==> src/common/mem_bus_pkg.sv <==
`default_nettype none

package mem_bus_pkg;

    // ----------------------------------------
    // Memory request fields
    // ----------------------------------------

    // Byte address toward memory
    localparam int ADDR_W = 32;
    // Write data word
    localparam int DATA_W = 32;

    // Accepted transfer counter
    localparam int REQ_COUNT_W = 32;

endpackage

`default_nettype wire

==> src/common/qos_arb_pkg.sv <==
`default_nettype none

package qos_arb_pkg;

    // ----------------------------------------
    // Requester set
    // ----------------------------------------

    // Number of competing requesters
    localparam int NUM_REQ = 4;
    // Index of one requester
    localparam int REQ_ID_W = $clog2(NUM_REQ);

    // ----------------------------------------
    // Scoring
    // ----------------------------------------

    // QoS level field per requester
    localparam int QOS_LEVEL_W = 4;
    // Priority score, saturating
    localparam int SCORE_W = 16;
    // Level sits above the low aging bits
    localparam int QOS_LEVEL_SHIFT = 4;

    // Fixed bonuses added on top of the level
    localparam logic [SCORE_W-1:0] URGENT_BONUS = 16'h0100;
    localparam logic [SCORE_W-1:0] REAL_TIME_BONUS = 16'h0080;

    // ----------------------------------------
    // Aging and starvation
    // ----------------------------------------

    // Wait counter, saturating, also the aging term
    localparam int WAIT_W = 16;
    // Starvation counter, saturating
    localparam int STARVE_W = 8;

    // Starvation counting begins above this wait
    localparam logic [WAIT_W-1:0] STARVE_WAIT_THRESHOLD = 16;
    // Flag raised above this starvation count
    localparam logic [STARVE_W-1:0] STARVE_FLAG_THRESHOLD = 8;

    // ----------------------------------------
    // Arbitration mode
    // ----------------------------------------

    localparam logic MODE_ROUND_ROBIN = 1'b0;
    localparam logic MODE_PRIORITY = 1'b1;

endpackage

`default_nettype wire
==> src/hw/qos_arbiter_top.sv <==
`timescale 1ns/1ps
`default_nettype none

module qos_arbiter_top import qos_arb_pkg::*, mem_bus_pkg::*; (
    input  wire logic                                  clk_i,
    input  wire logic                                  rst_ni,

    // Requester side
    input  wire logic [NUM_REQ-1:0]                    req_valid_i,
    input  wire logic [NUM_REQ-1:0][ADDR_W-1:0]        req_addr_i,
    input  wire logic [NUM_REQ-1:0][DATA_W-1:0]        req_data_i,
    input  wire logic [NUM_REQ-1:0]                    req_write_i,
    input  wire logic [NUM_REQ-1:0][QOS_LEVEL_W-1:0]   req_qos_level_i,
    input  wire logic [NUM_REQ-1:0]                    req_urgent_i,
    input  wire logic [NUM_REQ-1:0]                    req_real_time_i,
    output logic      [NUM_REQ-1:0]                    req_ready_o,

    // Memory side
    output logic                                       arb_valid_o,
    output logic      [ADDR_W-1:0]                     arb_addr_o,
    output logic      [DATA_W-1:0]                     arb_data_o,
    output logic                                       arb_write_o,
    input  wire logic                                  arb_ready_i,

    // Control and status
    input  wire logic                                  qos_enable_i,
    input  wire logic                                  arb_mode_i,
    output logic      [REQ_COUNT_W-1:0]                total_requests_o,
    output logic      [NUM_REQ-1:0]                    starvation_flags_o
);

    logic                             pick_valid;
    logic [REQ_ID_W-1:0]              pick_id;
    logic                             take;
    logic [NUM_REQ-1:0]               grant;
    logic [NUM_REQ-1:0][WAIT_W-1:0]   wait_times;

    // ----------------------------------------
    // Grant decode
    // ----------------------------------------

    // One-hot on take, else zero
    always_comb begin : proc_grant
        grant = '0;
        grant[pick_id] = take;
    end

    assign req_ready_o = grant;

    // ----------------------------------------
    // Blocks
    // ----------------------------------------

    winner_select i_winner_select (
        .clk_i           (clk_i),
        .rst_ni          (rst_ni),
        .req_valid_i     (req_valid_i),
        .req_qos_level_i (req_qos_level_i),
        .req_urgent_i    (req_urgent_i),
        .req_real_time_i (req_real_time_i),
        .wait_times_i    (wait_times),
        .qos_enable_i    (qos_enable_i),
        .arb_mode_i      (arb_mode_i),
        .take_i          (take),
        .pick_valid_o    (pick_valid),
        .pick_id_o       (pick_id)
    );

    wait_tracker i_wait_tracker (
        .clk_i              (clk_i),
        .rst_ni             (rst_ni),
        .req_valid_i        (req_valid_i),
        .grant_i            (grant),
        .wait_times_o       (wait_times),
        .starvation_flags_o (starvation_flags_o)
    );

    mem_req_slice i_mem_req_slice (
        .clk_i            (clk_i),
        .rst_ni           (rst_ni),
        .pick_valid_i     (pick_valid),
        .pick_id_i        (pick_id),
        .req_addr_i       (req_addr_i),
        .req_data_i       (req_data_i),
        .req_write_i      (req_write_i),
        .arb_ready_i      (arb_ready_i),
        .take_o           (take),
        .arb_valid_o      (arb_valid_o),
        .arb_addr_o       (arb_addr_o),
        .arb_data_o       (arb_data_o),
        .arb_write_o      (arb_write_o),
        .total_requests_o (total_requests_o)
    );

endmodule

`default_nettype wire

==> src/hw/mem_req_slice.sv <==
`timescale 1ns/1ps
`default_nettype none

module mem_req_slice import qos_arb_pkg::*, mem_bus_pkg::*; (
    input  wire logic                              clk_i,
    input  wire logic                              rst_ni,
    input  wire logic                              pick_valid_i,
    input  wire logic [REQ_ID_W-1:0]               pick_id_i,
    input  wire logic [NUM_REQ-1:0][ADDR_W-1:0]    req_addr_i,
    input  wire logic [NUM_REQ-1:0][DATA_W-1:0]    req_data_i,
    input  wire logic [NUM_REQ-1:0]                req_write_i,
    input  wire logic                              arb_ready_i,
    output logic                                   take_o,
    output logic                                   arb_valid_o,
    output logic      [ADDR_W-1:0]                 arb_addr_o,
    output logic      [DATA_W-1:0]                 arb_data_o,
    output logic                                   arb_write_o,
    output logic      [REQ_COUNT_W-1:0]            total_requests_o
);

    logic                   valid_q;
    logic [ADDR_W-1:0]      addr_q;
    logic [DATA_W-1:0]      data_q;
    logic                   write_q;
    logic [REQ_COUNT_W-1:0] count_q;

    // ----------------------------------------
    // Slice control
    // ----------------------------------------

    // Room when empty or draining this cycle
    assign take_o = pick_valid_i && (!valid_q || arb_ready_i);

    always_ff @(posedge clk_i or negedge rst_ni) begin : proc_valid
        if (!rst_ni) begin
            valid_q <= 1'b0;
        end else if (take_o) begin
            valid_q <= 1'b1;
        end else if (arb_ready_i) begin
            // Drained with nothing behind it
            valid_q <= 1'b0;
        end
    end

    // Payload follows the picked requester
    always_ff @(posedge clk_i) begin : proc_payload
        if (take_o) begin
            addr_q <= req_addr_i[pick_id_i];
            data_q <= req_data_i[pick_id_i];
            write_q <= req_write_i[pick_id_i];
        end
    end

    // ----------------------------------------
    // Accepted transfer count
    // ----------------------------------------

    always_ff @(posedge clk_i or negedge rst_ni) begin : proc_count
        if (!rst_ni) begin
            count_q <= '0;
        end else if (valid_q && arb_ready_i) begin
            count_q <= count_q + 1'b1;
        end
    end

    // Memory side straight from the register
    assign arb_valid_o = valid_q;
    assign arb_addr_o = addr_q;
    assign arb_data_o = data_q;
    assign arb_write_o = write_q;
    assign total_requests_o = count_q;

endmodule

`default_nettype wire

==> src/arbiter/wait_tracker.sv <==
`timescale 1ns/1ps
`default_nettype none

module wait_tracker import qos_arb_pkg::*; (
    input  wire logic                              clk_i,
    input  wire logic                              rst_ni,
    input  wire logic [NUM_REQ-1:0]                req_valid_i,
    input  wire logic [NUM_REQ-1:0]                grant_i,
    output logic      [NUM_REQ-1:0][WAIT_W-1:0]    wait_times_o,
    output logic      [NUM_REQ-1:0]                starvation_flags_o
);

    logic [NUM_REQ-1:0][WAIT_W-1:0]   wait_q;
    logic [NUM_REQ-1:0][STARVE_W-1:0] starve_q;

    // ----------------------------------------
    // Wait and starvation counters
    // ----------------------------------------

    always_ff @(posedge clk_i or negedge rst_ni) begin : proc_counters
        if (!rst_ni) begin
            wait_q <= '0;
            starve_q <= '0;
        end else begin
            for (int i = 0; i < NUM_REQ; i++) begin
                // Wait age, saturating
                if (req_valid_i[i] && !grant_i[i]) begin
                    if (wait_q[i] != '1) begin
                        wait_q[i] <= wait_q[i] + 1'b1;
                    end
                end else begin
                    // Granted or idle
                    wait_q[i] <= '0;
                end

                // Starvation only clears on grant
                if (grant_i[i]) begin
                    starve_q[i] <= '0;
                end else if (req_valid_i[i] && wait_q[i] > STARVE_WAIT_THRESHOLD) begin
                    if (starve_q[i] != '1) begin
                        starve_q[i] <= starve_q[i] + 1'b1;
                    end
                end
            end
        end
    end

    // ----------------------------------------
    // Outputs
    // ----------------------------------------

    // Aging term for the scorer
    assign wait_times_o = wait_q;

    always_comb begin : proc_flags
        for (int i = 0; i < NUM_REQ; i++) begin
            starvation_flags_o[i] = starve_q[i] > STARVE_FLAG_THRESHOLD;
        end
    end

endmodule

`default_nettype wire

==> src/arbiter/winner_select.sv <==
`timescale 1ns/1ps
`default_nettype none

module winner_select import qos_arb_pkg::*; (
    input  wire logic                                  clk_i,
    input  wire logic                                  rst_ni,
    input  wire logic [NUM_REQ-1:0]                    req_valid_i,
    input  wire logic [NUM_REQ-1:0][QOS_LEVEL_W-1:0]   req_qos_level_i,
    input  wire logic [NUM_REQ-1:0]                    req_urgent_i,
    input  wire logic [NUM_REQ-1:0]                    req_real_time_i,
    input  wire logic [NUM_REQ-1:0][WAIT_W-1:0]        wait_times_i,
    input  wire logic                                  qos_enable_i,
    input  wire logic                                  arb_mode_i,
    input  wire logic                                  take_i,
    output logic                                       pick_valid_o,
    output logic [REQ_ID_W-1:0]                        pick_id_o
);

    // Two spare bits hold the carry before saturation
    logic [NUM_REQ-1:0][SCORE_W+1:0] score_sum;
    logic [NUM_REQ-1:0][SCORE_W-1:0] score;
    // Round-robin start position
    logic [REQ_ID_W-1:0]             rr_ptr_q;

    // ----------------------------------------
    // Priority score
    // ----------------------------------------

    always_comb begin : proc_score
        for (int i = 0; i < NUM_REQ; i++) begin
            if (qos_enable_i) begin
                // Level, bonuses, then aging
                score_sum[i] = (SCORE_W + 2)'(req_qos_level_i[i]) << QOS_LEVEL_SHIFT;
                if (req_urgent_i[i]) begin
                    score_sum[i] = score_sum[i] + (SCORE_W + 2)'(URGENT_BONUS);
                end
                if (req_real_time_i[i]) begin
                    score_sum[i] = score_sum[i] + (SCORE_W + 2)'(REAL_TIME_BONUS);
                end
                score_sum[i] = score_sum[i] + (SCORE_W + 2)'(wait_times_i[i]);
            end else begin
                // QoS off, pure aging
                score_sum[i] = (SCORE_W + 2)'(wait_times_i[i]);
            end

            // Clamp to full scale on overflow
            if (|score_sum[i][SCORE_W+1:SCORE_W]) begin
                score[i] = '1;
            end else begin
                score[i] = score_sum[i][SCORE_W-1:0];
            end
        end
    end

    // ----------------------------------------
    // Winner choice
    // ----------------------------------------

    always_comb begin : proc_pick
        logic                found;
        logic [SCORE_W-1:0]  best_score;
        int                  idx;

        found = 1'b0;
        best_score = '0;
        idx = 0;
        pick_id_o = '0;

        case (arb_mode_i)
            MODE_ROUND_ROBIN: begin
                // First valid at or after the pointer
                for (int k = 0; k < NUM_REQ; k++) begin
                    idx = (int'(rr_ptr_q) + k) % NUM_REQ;
                    if (req_valid_i[idx] && !found) begin
                        found = 1'b1;
                        pick_id_o = REQ_ID_W'(idx);
                    end
                end
            end
            MODE_PRIORITY: begin
                // Strict compare, so ties keep the lower index
                for (int i = 0; i < NUM_REQ; i++) begin
                    if (req_valid_i[i] && (!found || score[i] > best_score)) begin
                        found = 1'b1;
                        best_score = score[i];
                        pick_id_o = REQ_ID_W'(i);
                    end
                end
            end
        endcase
    end

    // Any valid requester gives a pick in either mode
    assign pick_valid_o = |req_valid_i;

    // ----------------------------------------
    // Round-robin pointer
    // ----------------------------------------

    // Held while the slice stalls, since take is low then
    always_ff @(posedge clk_i or negedge rst_ni) begin : proc_rr_ptr
        if (!rst_ni) begin
            rr_ptr_q <= '0;
        end else if (take_i) begin
            rr_ptr_q <= REQ_ID_W'((int'(pick_id_o) + 1) % NUM_REQ);
        end
    end

endmodule

`default_nettype wire

==> config.mk <==
export PLATFORM = sky130hd
export DESIGN_NAME = qos_arbiter_top
export DESIGN_NICKNAME = d
export VERILOG_FILES = /design/src/common/mem_bus_pkg.sv /design/src/common/qos_arb_pkg.sv /design/src/hw/qos_arbiter_top.sv /design/src/hw/mem_req_slice.sv /design/src/arbiter/wait_tracker.sv /design/src/arbiter/winner_select.sv
export SDC_FILE = /design/constraint.sdc
export NUM_CORES = 1
export LEC_CHECK = 0
export ABC_AREA = 1
export ABC_CLOCK_PERIOD_IN_PS = 10850
export BUFFER_PORTS_ARGS = -buffer_cell sky130_fd_sc_hd__buf_4
export CAP_MARGIN = 20
export CORE_ASPECT_RATIO = 2
export CORE_MARGIN = 4
export CORE_UTILIZATION = 45
export DETAILED_ROUTE_END_ITERATION = 12
export PLACE_DENSITY = 0.69
export SLEW_MARGIN = 20
export SYNTH_ARGS = -nofsm -noshare
export SYNTH_HDL_FRONTEND = slang
export SYNTH_HIERARCHICAL = 1
export SYNTH_SLANG_ARGS = --single-unit
export TNS_END_PERCENT = 1
==> constraint.sdc <==
create_clock -name clk_i -period 10.85 [get_ports clk_i]
set_clock_uncertainty 0.15 [all_clocks]
set_input_delay 1.6275 -clock clk_i [delete_from_list [all_inputs] [get_ports clk_i]]
set_output_delay 1.6275 -clock clk_i [all_outputs]
set_load 0.005 [all_outputs]
Word-level counts from Yosys, hierarchy flattened
Index checks and enable logic that the tools add are counted.
Operators by class
  shifts and indexed selects: 0
  mux-type cells: 91
  eq/ne operators: 12
  divide/modulo/power cells: 0
  $mul: 0
  reduce and logical (&&, ||, !) cells: 53
  add/subtract/negate cells: 25
  $lt $le $gt $ge: 17
  bitwise logic cells: 5
Operators by type and width (count)
  two-way mux 18 bit: 20
  two-way mux 16 bit: 18
  binary-select mux 32 bit (select 2 bit): 2
  two-way mux 8 bit: 12
  adder 18 x 16 -> 18 bit: 4
  adder 18 x 8 -> 18 bit (second input constant): 4
  adder 16 x 1 -> 16 bit (second input constant): 4
  greater-than comparator 16 x 5 -> 1 bit (second input constant): 4
  two-way mux 32 bit: 2
  inequality test 16 bit (second input constant): 4
  greater-than comparator 16 bit: 3
  adder 8 x 9 -> 10 bit (second input constant): 4
  adder 32 x 1 -> 32 bit (second input constant): 1
  adder 8 x 1 -> 8 bit (second input constant): 4
  greater-than comparator 8 x 4 -> 1 bit (second input constant): 4
  inequality test 8 bit (second input constant): 4
  two-way mux 1 bit: 24
  nonzero test 2 bit: 9
  logical AND 1 bit: 17
  OR reduction 2 bit: 7
  < comparator 3 x 4 -> 1 bit (second input constant): 3
  two-way mux 2 bit: 6
  logical NOT 1 bit: 11
  binary-select mux 1 bit (select 2 bit): 5
  other kinds (13): 27
Storage, ports and cells
  word-level logic and storage cells: 217
  memory bits (read-only): 0
  flip-flop bits (word level): 196
  bits in writable memories: 0
  latch bits: 0
  memories: 0
  bits of input ports: 293

Logic depth before layout (Yosys ltp)
  depth after elaboration: 35
  depth in mapped cells: 70
  depth with buffers taken out: 66

Modules after synthesis
Netlist, hierarchy kept.
By module, submodules not included
  wait_tracker: cells an instance 931, area each 6343.6 µm², instances 1
  mem_req_slice: cells an instance 664, area each 5535.3 µm², instances 1
  winner_select: cells an instance 739, area each 4116.4 µm², instances 1
  qos_arbiter_top: cells an instance 8, area each 30.0 µm², instances 1

Worst setup path before layout
OpenSTA, ideal clock, no wires.
  path kind: input -> output
  start point: input req_qos_level_i[3] (netlist bit)
  end point: output req_ready_o[0]
  data required time: 9.073 ns
  cell stages on the path: 51
  data arrival time: 7.691 ns
  path slack: 1.382 ns
  cells stage by stage: ha_1 mux2_2 ha_1 nand2_1 inv_1 nand4_1 o211ai_1 nand2_1 nand2_1 nand4_1 nand2_1 nand2_1 nor2_1 inv_1 ha_1 nand2_1 nor3_2 nand2_1 [15 not listed] nand2_1 buf_2 buf_2 nand3_1 nand2_1 ha_1 nand2_1 nor3_1 nand3_1 nand2_1 nand2_1 a21oi_1 nand2_1 nand2_1 inv_1 inv_1 nand2_1 nor2_1
Between the ends
  cells in the longest elaborated chain, start to end: 32
RTL lines
  from (decl): RTL line qos_arbiter_top.sv:13  | input wire logic [NUM_REQ-1:0][QOS_LEVEL_W-1:0] req_qos_level_i,
  adder 8 x 9 -> 10 bit: RTL line winner_select.sv:35  | score_sum[i] = score_sum[i] + (SCORE_W + 2)'(URGENT_BONUS);
  two-way mux 18 bit *: RTL line winner_select.sv:34  | if (req_urgent_i[i]) begin
  two-way mux 18 bit *: RTL line winner_select.sv:31  | if (qos_enable_i) begin
  adder 18 x 8 -> 18 bit: RTL line winner_select.sv:38  | score_sum[i] = score_sum[i] + (SCORE_W + 2)'(REAL_TIME_BONUS);
  two-way mux 18 bit *: RTL line winner_select.sv:37  | if (req_real_time_i[i]) begin
  two-way mux 18 bit *: RTL line winner_select.sv:31
  adder 18 x 16 -> 18 bit *: RTL line winner_select.sv:40  | score_sum[i] = score_sum[i] + (SCORE_W + 2)'(wait_times_i[i]);
  two-way mux 18 bit *: RTL line winner_select.sv:31
  [17 not listed]
  two-way mux 2 bit *: RTL line winner_select.sv:83  | if (req_valid_i[i] && (!found || score[i] > best_score)) begin
  one-hot mux 2 bit (2 select lines) *: RTL line winner_select.sv:69  | case (arb_mode_i)
  named net pick_id[0]: RTL line qos_arbiter_top.sv:33  | logic [REQ_ID_W-1:0] pick_id;
  < comparator 2 x 3 -> 1 bit (implied by the code) or >= comparator 2 x 1 -> 1 bit (tied branches): RTL line qos_arbiter_top.sv:45  | grant[pick_id] = take;
  logical AND 1 bit (implied by the code): RTL line qos_arbiter_top.sv:45
  two-way mux 1 bit (implied by the code): RTL line qos_arbiter_top.sv:45
  demux 1 bit (select 2 bit) *: RTL line qos_arbiter_top.sv:45
  bitwise AND 4 bit (no line) *
  to (decl): RTL line qos_arbiter_top.sv:16  | output logic [NUM_REQ-1:0] req_ready_o,
The timed path passes the listed nets; every way through them passes the cells marked *. The select of a mux whose other input is x is not followed.

Final worst setup path
  start point: input req_qos_level_i[7] (netlist bit)
  end point: output req_ready_o[0]
Between the ends
  cells in the longest elaborated chain, start to end: 30
RTL lines (RTL line)
  adder 8 x 9 -> 10 bit: winner_select.sv:35
  two-way mux 18 bit *: winner_select.sv:34
  two-way mux 18 bit *: winner_select.sv:31
  adder 18 x 8 -> 18 bit: winner_select.sv:38
  two-way mux 18 bit *: winner_select.sv:37
  two-way mux 18 bit *: winner_select.sv:31
  adder 18 x 16 -> 18 bit *: winner_select.sv:40
  two-way mux 18 bit *: winner_select.sv:31
  [15 not listed]
  two-way mux 2 bit *: winner_select.sv:83
  one-hot mux 2 bit (2 select lines) *: winner_select.sv:69
  named net pick_id[0]: qos_arbiter_top.sv:33
  < comparator 2 x 3 -> 1 bit (implied by the code) or >= comparator 2 x 1 -> 1 bit (tied branches): qos_arbiter_top.sv:45
  logical AND 1 bit (implied by the code): qos_arbiter_top.sv:45
  two-way mux 1 bit (implied by the code): qos_arbiter_top.sv:45
  demux 1 bit (select 2 bit) *: qos_arbiter_top.sv:45
  bitwise AND 4 bit (no line) *
Marks and branches as above.

==> results.cfg <==
[outcome]
status = finished, final reports clean

[setup_path]
startpoint = req_qos_level_i[7]
critical_path_peak_fanout = 29
required_ns = 9.07
start_kind = input pin
r2r_setup_slack_ns = 2.45
path_class = input pin to output port
cp.arrival_ns = 8.58
cp-end-kind = output port
endpoint = req_ready_o[0]
r2r_cells = 48
cp_common_cell = nand2_1
timing.rr.start = i_wait_tracker/wait_times_o[4]$_DFFE_PN0P_
critical_path.slowest_cell = o21ai_0
slowest_delay_ns = 0.43
r2r-end = i_mem_req_slice/arb_data_o[5]$_DFFE_PP_

[place]
place_ws_ns = 0.196
io_buffer_count = 398
placedInstanceArea_um2 = 19400
dpl.cell_count = 3124
gp_congestion = 0.991
hpwl_um = 48800

[layout]
n_fill_cell = 3359
nets = 3091
design_area_um2 = 20100
multi_input_area_um2 = 9550
syn_to_final_growth_pct = 25.5
final-seq-area_um2 = 5230
fin_cells = 3162
layout-drive-gt1-share_pct = 21.0

[pwr]
p_per_area_nw_per_um2 = 162
ir_drop_v = 0.000130
leakage_uw = 0.0102

[job]
maxCapViolCount = 0

[synth]
yosys_warnings = 6
postSynthCellCount = 2342
synth_flop_cell = dfrtp_1
synth_xor_area_share_pct = 2.30
synth_compound_area_share_pct = 13.0
synth_top_family_by_area = simple AND/OR/NAND/NOR gates
synth_seq_cells = 196
synth_edf_count = 65
async_flop_share_pct = 66.8
synth.avg_cell_area_um2 = 6.84
synthAdderAreaFrac_pct = 7.76
yosys.area_share.simple_pct = 35.7
synth.distinct_cells = 48
syn_area_um2 = 16000
synthMuxAreaShare_pct = 0.281
syn_nets = 2732
yosysSeqAreaShare_pct = 32.6

[clock_network]
cts_tree = yes
clk_latency_ns = 0.46
cts.sinks = 196
cts_buffer_depth = 2
clockRootBuffer = clkbuf_16
numCtsBuffers = 17
hold_buffers = 0
clk_pin_slew_ns = 0.08
htreeDepth = 4

[routing]
avgViaCountPerCell = 5.57
first_pass_iters = 6
post_drt_wl_per_cell_um = 19.2
drcViolationCount = 0
dr_total_vias = 17600
drt_iter0_drc = 1059
finalWirelength_um = 60600
antenna_left = 0

[timing]
slew_headroom_pct = 40.8
slew_violations = 0
fin_crit_sh_pct = 95.4
rsz0062_at_grt = no
finalSetupTns_ns = 0
setup_viol = 0
hold_ws_ns = 0.357
fmax_mhz = 96.6
tightest_slew_ns = 0.889
fin_ws_ns = 0.494
hold_viol_final = 0
fin_crit_ns = 10.36

[global_route]
grt-ovfl-total = 0
grt_pass1_vias = 17300
grtUsageTotal_pct = 30.1
antenna_found_initial = 3
grt_max_degree = 95
grt_pass1_wl_um = 91400

[floorplan]
coreArea_um2 = 35100
die_y_um = 275
die_x_um = 141
num_io_pins = 399
dieArea_um2 = 38900
rows = 97
start_util_pct = 45.7

[hold_path]
hold_class = flip-flop to flip-flop
min_from = i_mem_req_slice/total_requests_o[31]$_DFFE_PN0P_
## metal layers
layer  share of wire, %  vias to the layer above  global-route usage [%]  routed length, um
li1                   -                     8528                       -                  -
met1                 35                     8222                    30.9              21200
met2                 53                      715                    57.0              32300
met3                6.5                      149                    5.91               3930
met4                5.3                        0                    15.0               3240
met5                  0                        -                       0                  0
## flip-flops by register name (all words and copies together) (netlist names)
register,cells
i_wait_tracker/starve_q,32
i_mem_req_slice/arb_data_o,32
i_mem_req_slice/arb_addr_o,32
i_winner_select/rr_ptr_q,2
i_mem_req_slice/arb_valid_o,1
i_wait_tracker/wait_times_o,64
i_mem_req_slice/total_requests_o,32
i_mem_req_slice/arb_write_o,1
## worst min path at each step
stage,end,slack [ns],cells after the start
final,i_mem_req_slice/total_requests_o[31]$_DFFE_PN0P_,0.36,2
after global routing,i_mem_req_slice/total_requests_o[31]$_DFFE_PN0P_,0.38,2
after CTS,i_mem_req_slice/total_requests_o[31]$_DFFE_PN0P_,0.35,2
after detailed placement,i_mem_req_slice/total_requests_o[31]$_DFFE_PN0P_,0.33,2
after global placement,i_mem_req_slice/total_requests_o[31]$_DFFE_PN0P_,0.32,2
after floorplan,i_mem_req_slice/total_requests_o[31]$_DFFE_PN0P_,0.33,2
## what timing repair did
item / 4_1_cts / 5_1_grt
endpoints found under the setup margin: 0 / 4
resized for setup: 0 / 24
setup buffers: 0 / 1
## cells in the final DEF, fill, tap and decap left out, types with 5 or more instances in the layout
cell	synthesis	final
xnor2_1	14	14
nor2_4	6	6
nor3_2	5	7
o211ai_1	8	8
nor3_1	31	29
o22ai_1	65	65
nor2_1	328	322
o21ai_2	5	7
clkbuf_16	0	18
or2_2	27	27
and2_1	6	6
xor2_1	28	28
ha_1	93	92
nand3_1	207	207
a21oi_1	47	46
a21o_1	5	5
inv_1	237	235
nand2_2	11	14
o21bai_1	8	8
inv_2	9	8
o21ai_1	46	45
inv_6	0	5
dfrtp_1	131	131
o21ai_0	169	168
nand4_1	73	73
nand2_1	580	576
nor2_2	13	19
edfxtp_1	65	65
buf_4	3	416
## synth_stat cells, drive strengths merged (5+ instances only)
cell type	instances	area share (%)
inv	246	5.8
ha	93	7.3
o21bai	8	0.37
nand4	77	3.2
and2	6	0.23
xor2	28	1.5
o211ai	8	0.37
o21ai	220	7.0
nand2	591	14
or2	28	1.1
a21oi	52	1.9
nor2	347	8.6
o22ai	65	2.5
buf	47	1.7
edfxtp	65	12
clkbuf	34	0.80
nor3	39	1.6
a21o	5	0.23
nand3	213	6.9
dfrtp	131	20
xnor2	14	0.77
## report_power, final
group | switching [uW] | internal, uW | leakage (uW)
registers | 102 | 978 | 0.00242
logic | 952 | 570 | 0.00749
clock network | 333 | 330 | 0.000293
total | 1390 | 1880 | 0.0102
## layout make-up
cell class	count	area share, %
diodes	3	0.0373
clock buffers	18	2.13
clock inverters	14	0.840
inverters	247	4.68
multi-input cells	1818	47.5
flip-flops and latches	196	26.0
well taps	445	2.77
repair buffers	421	16.0
## worst max-delay path, delay by kind of cell
kind	cells	cell delay (ns)
fa+ha+maj	5	1.53
simple gates	30	3.05
mux	1	0.27
compound gates	5	1.07
buf+inv	10	1.00
## logic make-up after synthesis
logic type / count (synthesis)
compound gates: 371
xor+xnor: 42
fa+ha+maj: 97
buf+inv: 328
flops: 196
mux: 4
simple gates: 1304
## through the flow
| step | power, uW | util (%) |
|---|---|---|
| 6_report | 3260 | 57.3 |
| 5_1_grt | 3470 | 57.3 |
| 3_5_place_dp | 2580 | 55.2 |
| 3_3_place_gp | 2560 | 55.2 |
| 2_1_floorplan | 1860 | - |
| 4_1_cts | 3260 | 56.9 |
Note: power is estimated with default switching activity, not from simulation.
